===== src/hdl/bif_pkg.sv =====
// Shared cycle kind, status and phase types plus bus timing constants
package bif_pkg;

   // Kind of bus cycle carried from requester to the bus strobes
   typedef enum logic [1:0] {
      KIND_MEM = 2'd0,  // Memory read or write
      KIND_IO  = 2'd1,  // IO read or write
      KIND_SEM = 2'd2,  // Semaphore read, a memory cycle with semrq_n
      KIND_REF = 2'd3   // Refresh cycle from the refresh requester
   } bif_kind_t;

   // Result reported with done or ref_done
   typedef enum logic [1:0] {
      STAT_OK          = 2'd0,  // Responder answered with bdry_n
      STAT_TIMEOUT_MEM = 2'd1,  // No answer on a memory side cycle, berror_n goes low
      STAT_TIMEOUT_IO  = 2'd2   // No answer on an IO cycle, ioxerr_n goes low
   } bif_status_t;

   // Sequencer phase, decoded straight into bus strobes by the driver
   typedef enum logic [1:0] {
      PH_IDLE = 2'd0,
      PH_ADDR = 2'd1,  // One cycle with apr_n low
      PH_DATA = 2'd2,  // Runs until ready or timeout
      PH_DONE = 2'd3   // One cycle, completion pulse and error lines
   } bif_phase_t;

   // Data phase cycles without ready before the cycle is given up
   localparam int TIMEOUT_CYCLES = 16;

   // Width of the data phase counter, wide enough to hold TIMEOUT_CYCLES
   localparam int TOUT_W = 5;

endpackage


===== src/hdl/bif_arbiter.sv =====
// Registered fixed priority arbiter for refresh and CPU cycles with grant chain pass-through
module bif_arbiter (
   input  logic               clk,
   input  logic               rst,
   input  logic               cpu_req,      // Level, held until done
   input  bif_pkg::bif_kind_t cpu_kind,
   input  logic               cpu_write,
   input  logic               ref_req,      // Level, held until ref_done
   input  logic               busy,         // Sequencer owns the bus
   input  logic               grant_in_n,   // Grant from upstream
   output logic               start,        // One cycle launch pulse
   output bif_pkg::bif_kind_t start_kind,
   output logic               start_write,
   output logic               out_grant_n   // Grant to the next unit down the chain
);

   logic cpu_hold;   // CPU request already served, wait for it to drop
   logic ref_hold;   // Same for the refresh requester
   logic cpu_pend;
   logic ref_pend;
   logic can_start;

   assign cpu_pend  = cpu_req && !cpu_hold;
   assign ref_pend  = ref_req && !ref_hold;

   // A start still in flight has not yet raised busy, so it blocks a second launch
   assign can_start = !busy && !start;

   always_ff @(posedge clk) begin
      if (rst) begin
         start    <= 1'b0;
         cpu_hold <= 1'b0;
         ref_hold <= 1'b0;
      end else begin
         start <= can_start && (ref_pend || cpu_pend);

         // The requester keeps its level through done, so marking it at launch
         // keeps the same request from being launched twice
         if (can_start && ref_pend) begin
            ref_hold <= 1'b1;
         end else if (!ref_req) begin
            ref_hold <= 1'b0;   // Released once the request is withdrawn
         end

         if (can_start && !ref_pend && cpu_pend) begin
            cpu_hold <= 1'b1;   // CPU only wins with no refresh pending
         end else if (!cpu_req) begin
            cpu_hold <= 1'b0;
         end
      end
   end

   // Cycle descriptor, only meaningful together with start
   always_ff @(posedge clk) begin
      if (can_start) begin
         if (ref_pend) begin
            start_kind  <= bif_pkg::KIND_REF;
            start_write <= 1'b0;           // Refresh never writes
         end else begin
            start_kind  <= cpu_kind;
            start_write <= cpu_write;
         end
      end
   end

   // Grant ripples on only when this unit neither wants nor holds the bus
   assign out_grant_n = (cpu_req || ref_req || start || busy) ? 1'b1 : grant_in_n;

   // A launch must never overlap a running cycle in the sequencer
   a_no_start_busy : assert property (@(posedge clk) disable iff (rst) !(start && busy))
      else $error("Start issued while the sequencer is busy");

endmodule


===== src/hdl/bif_cycle_ctl.sv =====
// Bus cycle sequencer with address and data phases, ready wait, timeout and status
module bif_cycle_ctl (
   input  logic                 clk,
   input  logic                 rst,
   input  logic                 start,        // Launch pulse from the arbiter
   input  bif_pkg::bif_kind_t   start_kind,
   input  logic                 start_write,
   input  logic                 bdry_n,       // Responder ready, active low
   output bif_pkg::bif_phase_t  phase,
   output bif_pkg::bif_kind_t   cyc_kind,     // Kind of the running cycle
   output logic                 cyc_write,
   output logic                 timed_out,    // Running cycle ended without ready
   output logic                 busy,
   output logic                 done,         // CPU completion pulse
   output logic                 ref_done,     // Refresh completion pulse
   output bif_pkg::bif_status_t status        // Valid with done or ref_done
);

   logic [bif_pkg::TOUT_W-1:0] tout_cnt;   // Data phase cycles seen so far
   logic                       tout_last;  // Final data phase cycle before timeout
   bif_pkg::bif_status_t       tout_stat;

   assign tout_last = (tout_cnt == bif_pkg::TOUT_W'(bif_pkg::TIMEOUT_CYCLES - 1));

   // IO timeouts get their own code, everything else counts as a memory side error
   assign tout_stat = (cyc_kind == bif_pkg::KIND_IO) ? bif_pkg::STAT_TIMEOUT_IO
                                                     : bif_pkg::STAT_TIMEOUT_MEM;

   assign busy = (phase != bif_pkg::PH_IDLE);

   always_ff @(posedge clk) begin
      if (rst) begin
         phase     <= bif_pkg::PH_IDLE;
         timed_out <= 1'b0;
         done      <= 1'b0;
         ref_done  <= 1'b0;
         status    <= bif_pkg::STAT_OK;
         tout_cnt  <= '0;
      end else begin
         case (phase)
            bif_pkg::PH_IDLE: begin
               if (start) begin
                  phase     <= bif_pkg::PH_ADDR;
                  timed_out <= 1'b0;   // Clear the previous cycle's error
               end
            end
            bif_pkg::PH_ADDR: begin
               phase    <= bif_pkg::PH_DATA;   // Address phase is always one cycle
               tout_cnt <= '0;
            end
            bif_pkg::PH_DATA: begin
               if (!bdry_n) begin
                  phase    <= bif_pkg::PH_DONE;
                  status   <= bif_pkg::STAT_OK;
                  done     <= (cyc_kind != bif_pkg::KIND_REF);
                  ref_done <= (cyc_kind == bif_pkg::KIND_REF);
               end else if (tout_last) begin
                  // Nobody answered, give up and flag the error for the driver
                  phase     <= bif_pkg::PH_DONE;
                  timed_out <= 1'b1;
                  status    <= tout_stat;
                  done      <= (cyc_kind != bif_pkg::KIND_REF);
                  ref_done  <= (cyc_kind == bif_pkg::KIND_REF);
               end else begin
                  tout_cnt <= tout_cnt + bif_pkg::TOUT_W'(1);
               end
            end
            default: begin   // PH_DONE
               phase    <= bif_pkg::PH_IDLE;
               done     <= 1'b0;   // Pulses last exactly the done cycle
               ref_done <= 1'b0;
            end
         endcase
      end
   end

   // Descriptor is captured once per cycle and held until the next start
   always_ff @(posedge clk) begin
      if (start && phase == bif_pkg::PH_IDLE) begin
         cyc_kind  <= start_kind;
         cyc_write <= start_write;
      end
   end

   // A start that reaches a running cycle would be lost, so each one must open an address phase
   a_start_opens_addr : assert property (@(posedge clk) disable iff (rst)
      start |=> (phase == bif_pkg::PH_ADDR))
      else $error("Start did not open an address phase");

   // Completion goes to exactly one requester
   a_one_done : assert property (@(posedge clk) disable iff (rst) !(done && ref_done))
      else $error("done and ref_done asserted together");

endmodule


===== src/hdl/bif_bdrv.sv =====
// Combinational bus driver forming active low strobes, semaphore request and error lines
module bif_bdrv (
   input  bif_pkg::bif_phase_t phase,
   input  bif_pkg::bif_kind_t  cyc_kind,
   input  logic                cyc_write,
   input  logic                timed_out,
   output logic                apr_n,     // Address present
   output logic                dap_n,     // Data present
   output logic                mem_n,     // Memory and semaphore cycles
   output logic                ref_n,     // Refresh cycle
   output logic                iod_n,     // IO cycle
   output logic                write_n,
   output logic                semrq_n,   // Semaphore request
   output logic                berror_n,  // Memory side bus error
   output logic                ioxerr_n   // IO transfer error
);

   logic active;     // Address or data phase, strobes enabled
   logic kind_mem;   // Semaphore reads go out as memory cycles
   logic kind_io;
   logic kind_ref;
   logic kind_sem;
   logic err_en;     // Error lines enabled only in the done phase of a timed out cycle

   assign active   = (phase == bif_pkg::PH_ADDR) || (phase == bif_pkg::PH_DATA);
   assign kind_sem = (cyc_kind == bif_pkg::KIND_SEM);
   assign kind_mem = (cyc_kind == bif_pkg::KIND_MEM) || kind_sem;
   assign kind_io  = (cyc_kind == bif_pkg::KIND_IO);
   assign kind_ref = (cyc_kind == bif_pkg::KIND_REF);
   assign err_en   = (phase == bif_pkg::PH_DONE) && timed_out;

   assign apr_n = !(phase == bif_pkg::PH_ADDR);
   assign dap_n = !(phase == bif_pkg::PH_DATA);

   // Kind strobes cover both phases of the cycle
   assign mem_n = !(active && kind_mem);
   assign iod_n = !(active && kind_io);
   assign ref_n = !(active && kind_ref);

   // Only plain memory and IO cycles may write
   assign write_n = !(active && cyc_write &&
                      (cyc_kind == bif_pkg::KIND_MEM || kind_io));

   assign semrq_n = !(active && kind_sem);

   assign berror_n = !(err_en && kind_mem);  // Refresh timeouts stay off the error lines
   assign ioxerr_n = !(err_en && kind_io);

   // Strobes are decoded from one kind field, so two of them low means a broken decode
   always_comb begin
      assert ({1'b0, !mem_n} + {1'b0, !iod_n} + {1'b0, !ref_n} <= 2'd1)
         else $error("More than one kind strobe active");
   end

endmodule


===== src/hdl/bif_top.sv =====
// Bus interface controller top joining arbiter, cycle sequencer and bus driver
module bif_top (
   input  logic                 clk,
   input  logic                 rst,
   input  logic                 cpu_req,
   input  bif_pkg::bif_kind_t   cpu_kind,
   input  logic                 cpu_write,
   input  logic                 ref_req,
   input  logic                 grant_in_n,
   input  logic                 bdry_n,
   output logic                 done,
   output logic                 ref_done,
   output bif_pkg::bif_status_t status,
   output logic                 out_grant_n,
   output logic                 apr_n,
   output logic                 dap_n,
   output logic                 mem_n,
   output logic                 ref_n,
   output logic                 iod_n,
   output logic                 write_n,
   output logic                 semrq_n,
   output logic                 berror_n,
   output logic                 ioxerr_n
);

   logic                start;        // Arbiter launch into the sequencer
   bif_pkg::bif_kind_t  start_kind;
   logic                start_write;
   logic                busy;
   bif_pkg::bif_phase_t phase;        // Sequencer state seen by the driver
   bif_pkg::bif_kind_t  cyc_kind;
   logic                cyc_write;
   logic                timed_out;

   bif_arbiter u_arb (
      .clk         (clk),
      .rst         (rst),
      .cpu_req     (cpu_req),
      .cpu_kind    (cpu_kind),
      .cpu_write   (cpu_write),
      .ref_req     (ref_req),
      .busy        (busy),
      .grant_in_n  (grant_in_n),
      .start       (start),
      .start_kind  (start_kind),
      .start_write (start_write),
      .out_grant_n (out_grant_n)
   );

   bif_cycle_ctl u_cyc (
      .clk         (clk),
      .rst         (rst),
      .start       (start),
      .start_kind  (start_kind),
      .start_write (start_write),
      .bdry_n      (bdry_n),
      .phase       (phase),
      .cyc_kind    (cyc_kind),
      .cyc_write   (cyc_write),
      .timed_out   (timed_out),
      .busy        (busy),
      .done        (done),
      .ref_done    (ref_done),
      .status      (status)
   );

   bif_bdrv u_drv (
      .phase     (phase),
      .cyc_kind  (cyc_kind),
      .cyc_write (cyc_write),
      .timed_out (timed_out),
      .apr_n     (apr_n),
      .dap_n     (dap_n),
      .mem_n     (mem_n),
      .ref_n     (ref_n),
      .iod_n     (iod_n),
      .write_n   (write_n),
      .semrq_n   (semrq_n),
      .berror_n  (berror_n),
      .ioxerr_n  (ioxerr_n)
   );

endmodule


===== config.mk =====
export PLATFORM = sky130hd
export DESIGN_NAME = bif_top
export DESIGN_NICKNAME = d
export VERILOG_FILES = /design/src/hdl/bif_pkg.sv /design/src/hdl/bif_arbiter.sv /design/src/hdl/bif_cycle_ctl.sv /design/src/hdl/bif_bdrv.sv /design/src/hdl/bif_top.sv
export SDC_FILE = /design/constraint.sdc
export NUM_CORES = 1
export LEC_CHECK = 0
export ABC_AREA = 1
export ABC_CLOCK_PERIOD_IN_PS = 1400
export CORE_MARGIN = 3
export CORE_UTILIZATION = 55
export DETAILED_ROUTE_END_ITERATION = 12
export DONT_BUFFER_PORTS = 1
export PLACE_DENSITY = 0.77
export SETUP_SLACK_MARGIN = 0.02
export SLEW_MARGIN = 0
export SYNTH_ARGS = -nofsm -noshare
export SYNTH_HDL_FRONTEND = slang
export SYNTH_HIERARCHICAL = 1
export SYNTH_SLANG_ARGS = --single-unit

===== constraint.sdc =====
create_clock -name clk -period 1.4 [get_ports clk]
set_input_delay 0.07 -clock clk [delete_from_list [all_inputs] [get_ports clk]]
set_output_delay 0.07 -clock clk [all_outputs]
set_load 0.1 [all_outputs]

==> impl_metrics.csv, run 1 <==
group,metric,value,unit
run_status,status,"stopped before the end",
run_status,lastStage,"global routing (5_1_grt)",
run_status,stop_error,"[ERROR DPL-0033] detailed placement checks failed during check placement.",
synthesis,ys.flop_type,"dfxtp_1",
synthesis,yosysMostFrequentCell,"nand2_1",
die,dieHeight,51.1,µm
synthesis,netlist_area,1120,µm²
die,pin_count,23,
die,rows,15,
synthesis,syn-num-nets,165,
synthesis,yosysWarnings,6,
placed_design,place_ws,-0.0976,ns
synthesis,syn_inst,147,
synthesis,synth_common_cells,"nand2_1 (33), inv_1 (23), nor2_1 (18)",
synthesis,synth_cell_types,20,
grt,antenna_found_initial,0,
clocking,cts_made_buffers,3,
synthesis,synth-seq-cells,21,
synthesis,synth_top_cell_by_area,"dfxtp_1",
placed_design,place.detailed.hpwl,2.06,mm
sta,worstEndpointType,"output port",
synthesis,synth-edff-count,6,
sta,worst_endpoint,"ref_n",
synthesis,synthArstFlopShare,0,%
clocking,htree_levels,1,
die,die_w,51.1,µm
placed_design,place.gp.congestion,0.882,
clocking,cts_sinks,21,
die,start_util,61.4,%
synthesis,yosysTopAreaCellShare,26.8,%
clocking,ctsRootBufferMaster,"clkbuf_4",
placed_design,port_buffers,0,
clocking,ctsLongestPathBuffers,2,
synthesis,yosysSeqAreaShare,43.0,%
synthesis,synth.avg_cell_area,7.61,µm²
grt,grt_max_degree,14,
synthesis,yosys-top-cells-area,"dfxtp_1 (27%), edfxtp_1 (16%), nand2_1 (11%), ha_1 (10%), inv_1 (7.7%)",
cell families after synthesis:
family                     share of synthesized area (%)
adders and majority gates                           10.1
and+or+nand+nor                                     28.7
DFF                                                 43.0
AOI/OAI and AO/OA                                   8.05
buffers and inverters                               10.2
through the flow:
stage / cell area (µm²) / cells
floorplan: 1140 / 147
detailed placement: 1430 / 190
global placement: 1430 / 190
CTS: 1640 / 204
repair_timing:
action / in CTS
setup buffers: 3
gates resized for setup: 29
hold buffers: 6
pin swaps: 13
gates cloned: 1
hold endpoints to repair: 18
setup endpoints to repair: 19
==> run 2, diff against run 1 <==
- ABC_CLOCK_PERIOD_IN_PS: 1400 -> 1800
- CORE_AREA: not set -> 3 3 64 66
- CORE_MARGIN: 3 -> not set
- CORE_UTILIZATION: 55 -> not set
- DIE_AREA: not set -> 0 0 67 69
- PLACE_DENSITY: 0.77 -> not set
- PLACE_DENSITY_LB_ADDON: not set -> 0.15
- SETUP_SLACK_MARGIN: 0.02 -> not set
- clock period: 1.4 -> 1.8 ns (I/O delays scaled with it)
==> run 2 against run 1 <==
  * The flow now finishes without violations
  * Synthesized area unchanged
  * Synthesized cell count unchanged
==> impl_metrics.csv, run 2 <==
group,metric,value,unit
run_status,status,"complete, no violations",
sta,period_minus_slack,1.64,ns
critical_path,worstReg2RegEnd,"u_cyc/tout_cnt[4]",
clocking,post-cts-setup-buffer-count,0,
grt,overflow,0,
die,start_util,30.8,%
clocking,ctsRootBufferMaster,"clkbuf_8",
sta,fin_tns_setup,0,ns
grt,grt_first_pass_wirelength,3.91,mm
route,dr_wl_met2,1.02,mm
sta,slew_viol_final,0,
grt,grt_usage,10.9,%
job,drv_cap,0,
synthesis,netlist_area,1120,µm²
die,pin_count,23,
grt,grt_pass1_vias,895,
synthesis,yosysWarnings,6,
min_path,hold_class,"primary input to flop",
cells_and_area,post-route-util,37.6,%
die,die_w,67,µm
power_and_ir_drop,powerDensity,1300,nW/µm²
die,dieHeight,69,µm
power_and_ir_drop,peakVddDrop,0.000439,V
min_path,hold_start,"rst",
synthesis,yosysMostFrequentCell,"nand2_1",
cells_and_area,num-fill-cells,394,
min_path,holdPathEnd,"u_cyc/tout_cnt[0]",
min_path,hold_depth,3,
critical_path,r2r.worst_path.cells,8,
sta,setup_viol,0,
sta,clock_skew,0.00332,ns
critical_path,crit_fanout,7,
cells_and_area,largest-register,"u_cyc/tout_cnt",
route,drt_first_pass_iters,4,
sta,hold_viol,0,
synthesis,yosysSeqAreaShare,43.0,%
placed_design,port_buffers,0,
synthesis,synth_common_cells,"nand2_1 (33), inv_1 (23), nor2_1 (18)",
sta,period_share,90.9,%
synthesis,syn_inst,147,
synthesis,synth.avg_cell_area,7.61,µm²
route,drc,0,
synthesis,synthArstFlopShare,0,%
sta,worstMarginPinSlew,0.388,ns
sta,fmax,0.611,GHz
critical_path,r2r_start,"u_cyc/tout_cnt[0]",
route,wl_met1,1.06,mm
synthesis,yosysTopAreaCellShare,26.8,%
sta,rsz0062_at_grt,"false",
clocking,htree_levels,1,
clocking,clock_latency,0.27,ns
sta,relSlewSlack,74.0,%
route,ant_nets,0,
synthesis,syn-num-nets,165,
grt,grt_max_degree,13,
cells_and_area,largest_register_ffs,5,
die,die_area,4620,µm²
route,dr.max_layer_used,"met4",
synthesis,ys.flop_type,"dfxtp_1",
placed_design,place.gp.congestion,0.787,
cells_and_area,area_growth,22.1,%
critical_path,cp_data_required_time,1.71,ns
synthesis,yosys-top-cells-area,"dfxtp_1 (27%), edfxtp_1 (16%), nand2_1 (11%), ha_1 (10%), inv_1 (7.7%)",
critical_path,reg2reg_slack,0.25,ns
route,routedWlPerCell,10.6,µm
synthesis,synth-edff-count,6,
clocking,clk_pin_slew,0.08,ns
critical_path,worstSetupPathType,"flop to primary output",
die,core_area,3630,µm²
cells_and_area,final_cell_mix,"nand2_1 (33), inv_1 (23), nor2_1 (18), buf_4 (14), a21oi_1 (14)",
synthesis,synth_top_cell_by_area,"dfxtp_1",
critical_path,cp_data_arrival_time,1.55,ns
clocking,cts_sinks,21,
route,vias,941,
power_and_ir_drop,p_leak,0.600,nW
cells_and_area,final_common_cell,"nand2_1",
grt,antenna_found_initial,0,
critical_path,crit_start,"u_cyc/phase[1]",
clocking,ctsLongestPathBuffers,2,
cells_and_area,antenna_cells,0,
route,route.met3.wl,176,µm
critical_path,critPathLaunchType,"flop",
synthesis,synth_cell_types,20,
placed_design,place_area,1270,µm²
clocking,cts_made_buffers,3,
critical_path,endpoint_kind,"primary output",
cells_and_area,drive_gt1_share,17.3,%
route,wirelength,2.30,mm
clocking,cts_tree,"built",
cells_and_area,postLayoutCellArea,1370,µm²
route,vias_per_cell,4.36,
synthesis,synth-seq-cells,21,
placed_design,place.detailed.hpwl,1.67,mm
cells_and_area,nets,187,
route,drtIter0Drc,20,
die,rows,22,
-- run 2: cell counts after synthesis --
Identical to the previous run, type by type.
-- run 2: per-layer routing --
metal | vias to the layer above | global-route usage (%)
met5 | - | 0
met4 | 0 | 4.73
met3 | 4 | 2.77
met2 | 33 | 17.2
met1 | 406 | 13.9
li1 | 498 | -
-- run 2: where the power goes --
group / switching (mW) / internal [mW] / total, mW
Combinational: 0.606 / 0.191 / 0.796
Sequential: 0.0667 / 0.589 / 0.656
Clock: 0.165 / 0.155 / 0.320
-- run 2: layout make-up --
type / instances / area, µm² / share of cell area (%)
clock buffers: 3 / 41.3 / 3.02
clock inverters: 1 / 5.00 / 0.366
inverters: 26 / 97.6 / 7.14
multi-input cells: 98 / 524 / 38.4
flip-flops and latches: 21 / 483 / 35.3
well taps: 48 / 60.1 / 4.40
repair buffers: 19 / 155 / 11.4
-- run 2: repair_timing --
item / in CTS / in global routing
setup endpoints to repair: 0 / 1
gates resized for setup: 0 / 2
endpoints found under the hold margin: 12 / 1
hold buffers: 4 / 1
-- run 2: logic make-up after synthesis --
logic type               share of synthesized area (%)
flip-flops                                        43.0
buffers and inverters                             10.2
AND/OR/NAND/NOR                                   28.7
AO/OA/AOI/OAI                                     8.05
adder cells (fa/ha/maj)                           10.1
-- run 2: worst max path at each step --
stage | to | cells after the start
2_1_floorplan | semrq_n | 4
3_3_place_gp | u_cyc/ref_done | 10
3_5_place_dp | u_cyc/tout_cnt[4] | 8
4_1_cts | out_grant_n | 6
5_1_grt | out_grant_n | 6
6_report | out_grant_n | 6
-- run 2: metrics by stage --
step	hold slack [ns]	total power [mW]	std cells	worst slack, ns
2_1_floorplan	0.213	1.31	147	0.129
3_3_place_gp	0.162	1.44	207	0.275
3_5_place_dp	0.164	1.45	207	0.263
4_1_cts	0.00240	1.79	215	0.0681
5_1_grt	0.0441	1.88	216	0.0373
6_report	0.0327	1.77	216	0.163
-- run 2: critical path: stages (launching register included) --
cell and delay, ns:
dfxtp_2 0.36, inv_1 0.08, ha_1 0.21, inv_1 0.10
nor2_4 0.20, nand2_1 0.08, buf_4 0.23
(Power assumes the default switching activity.)
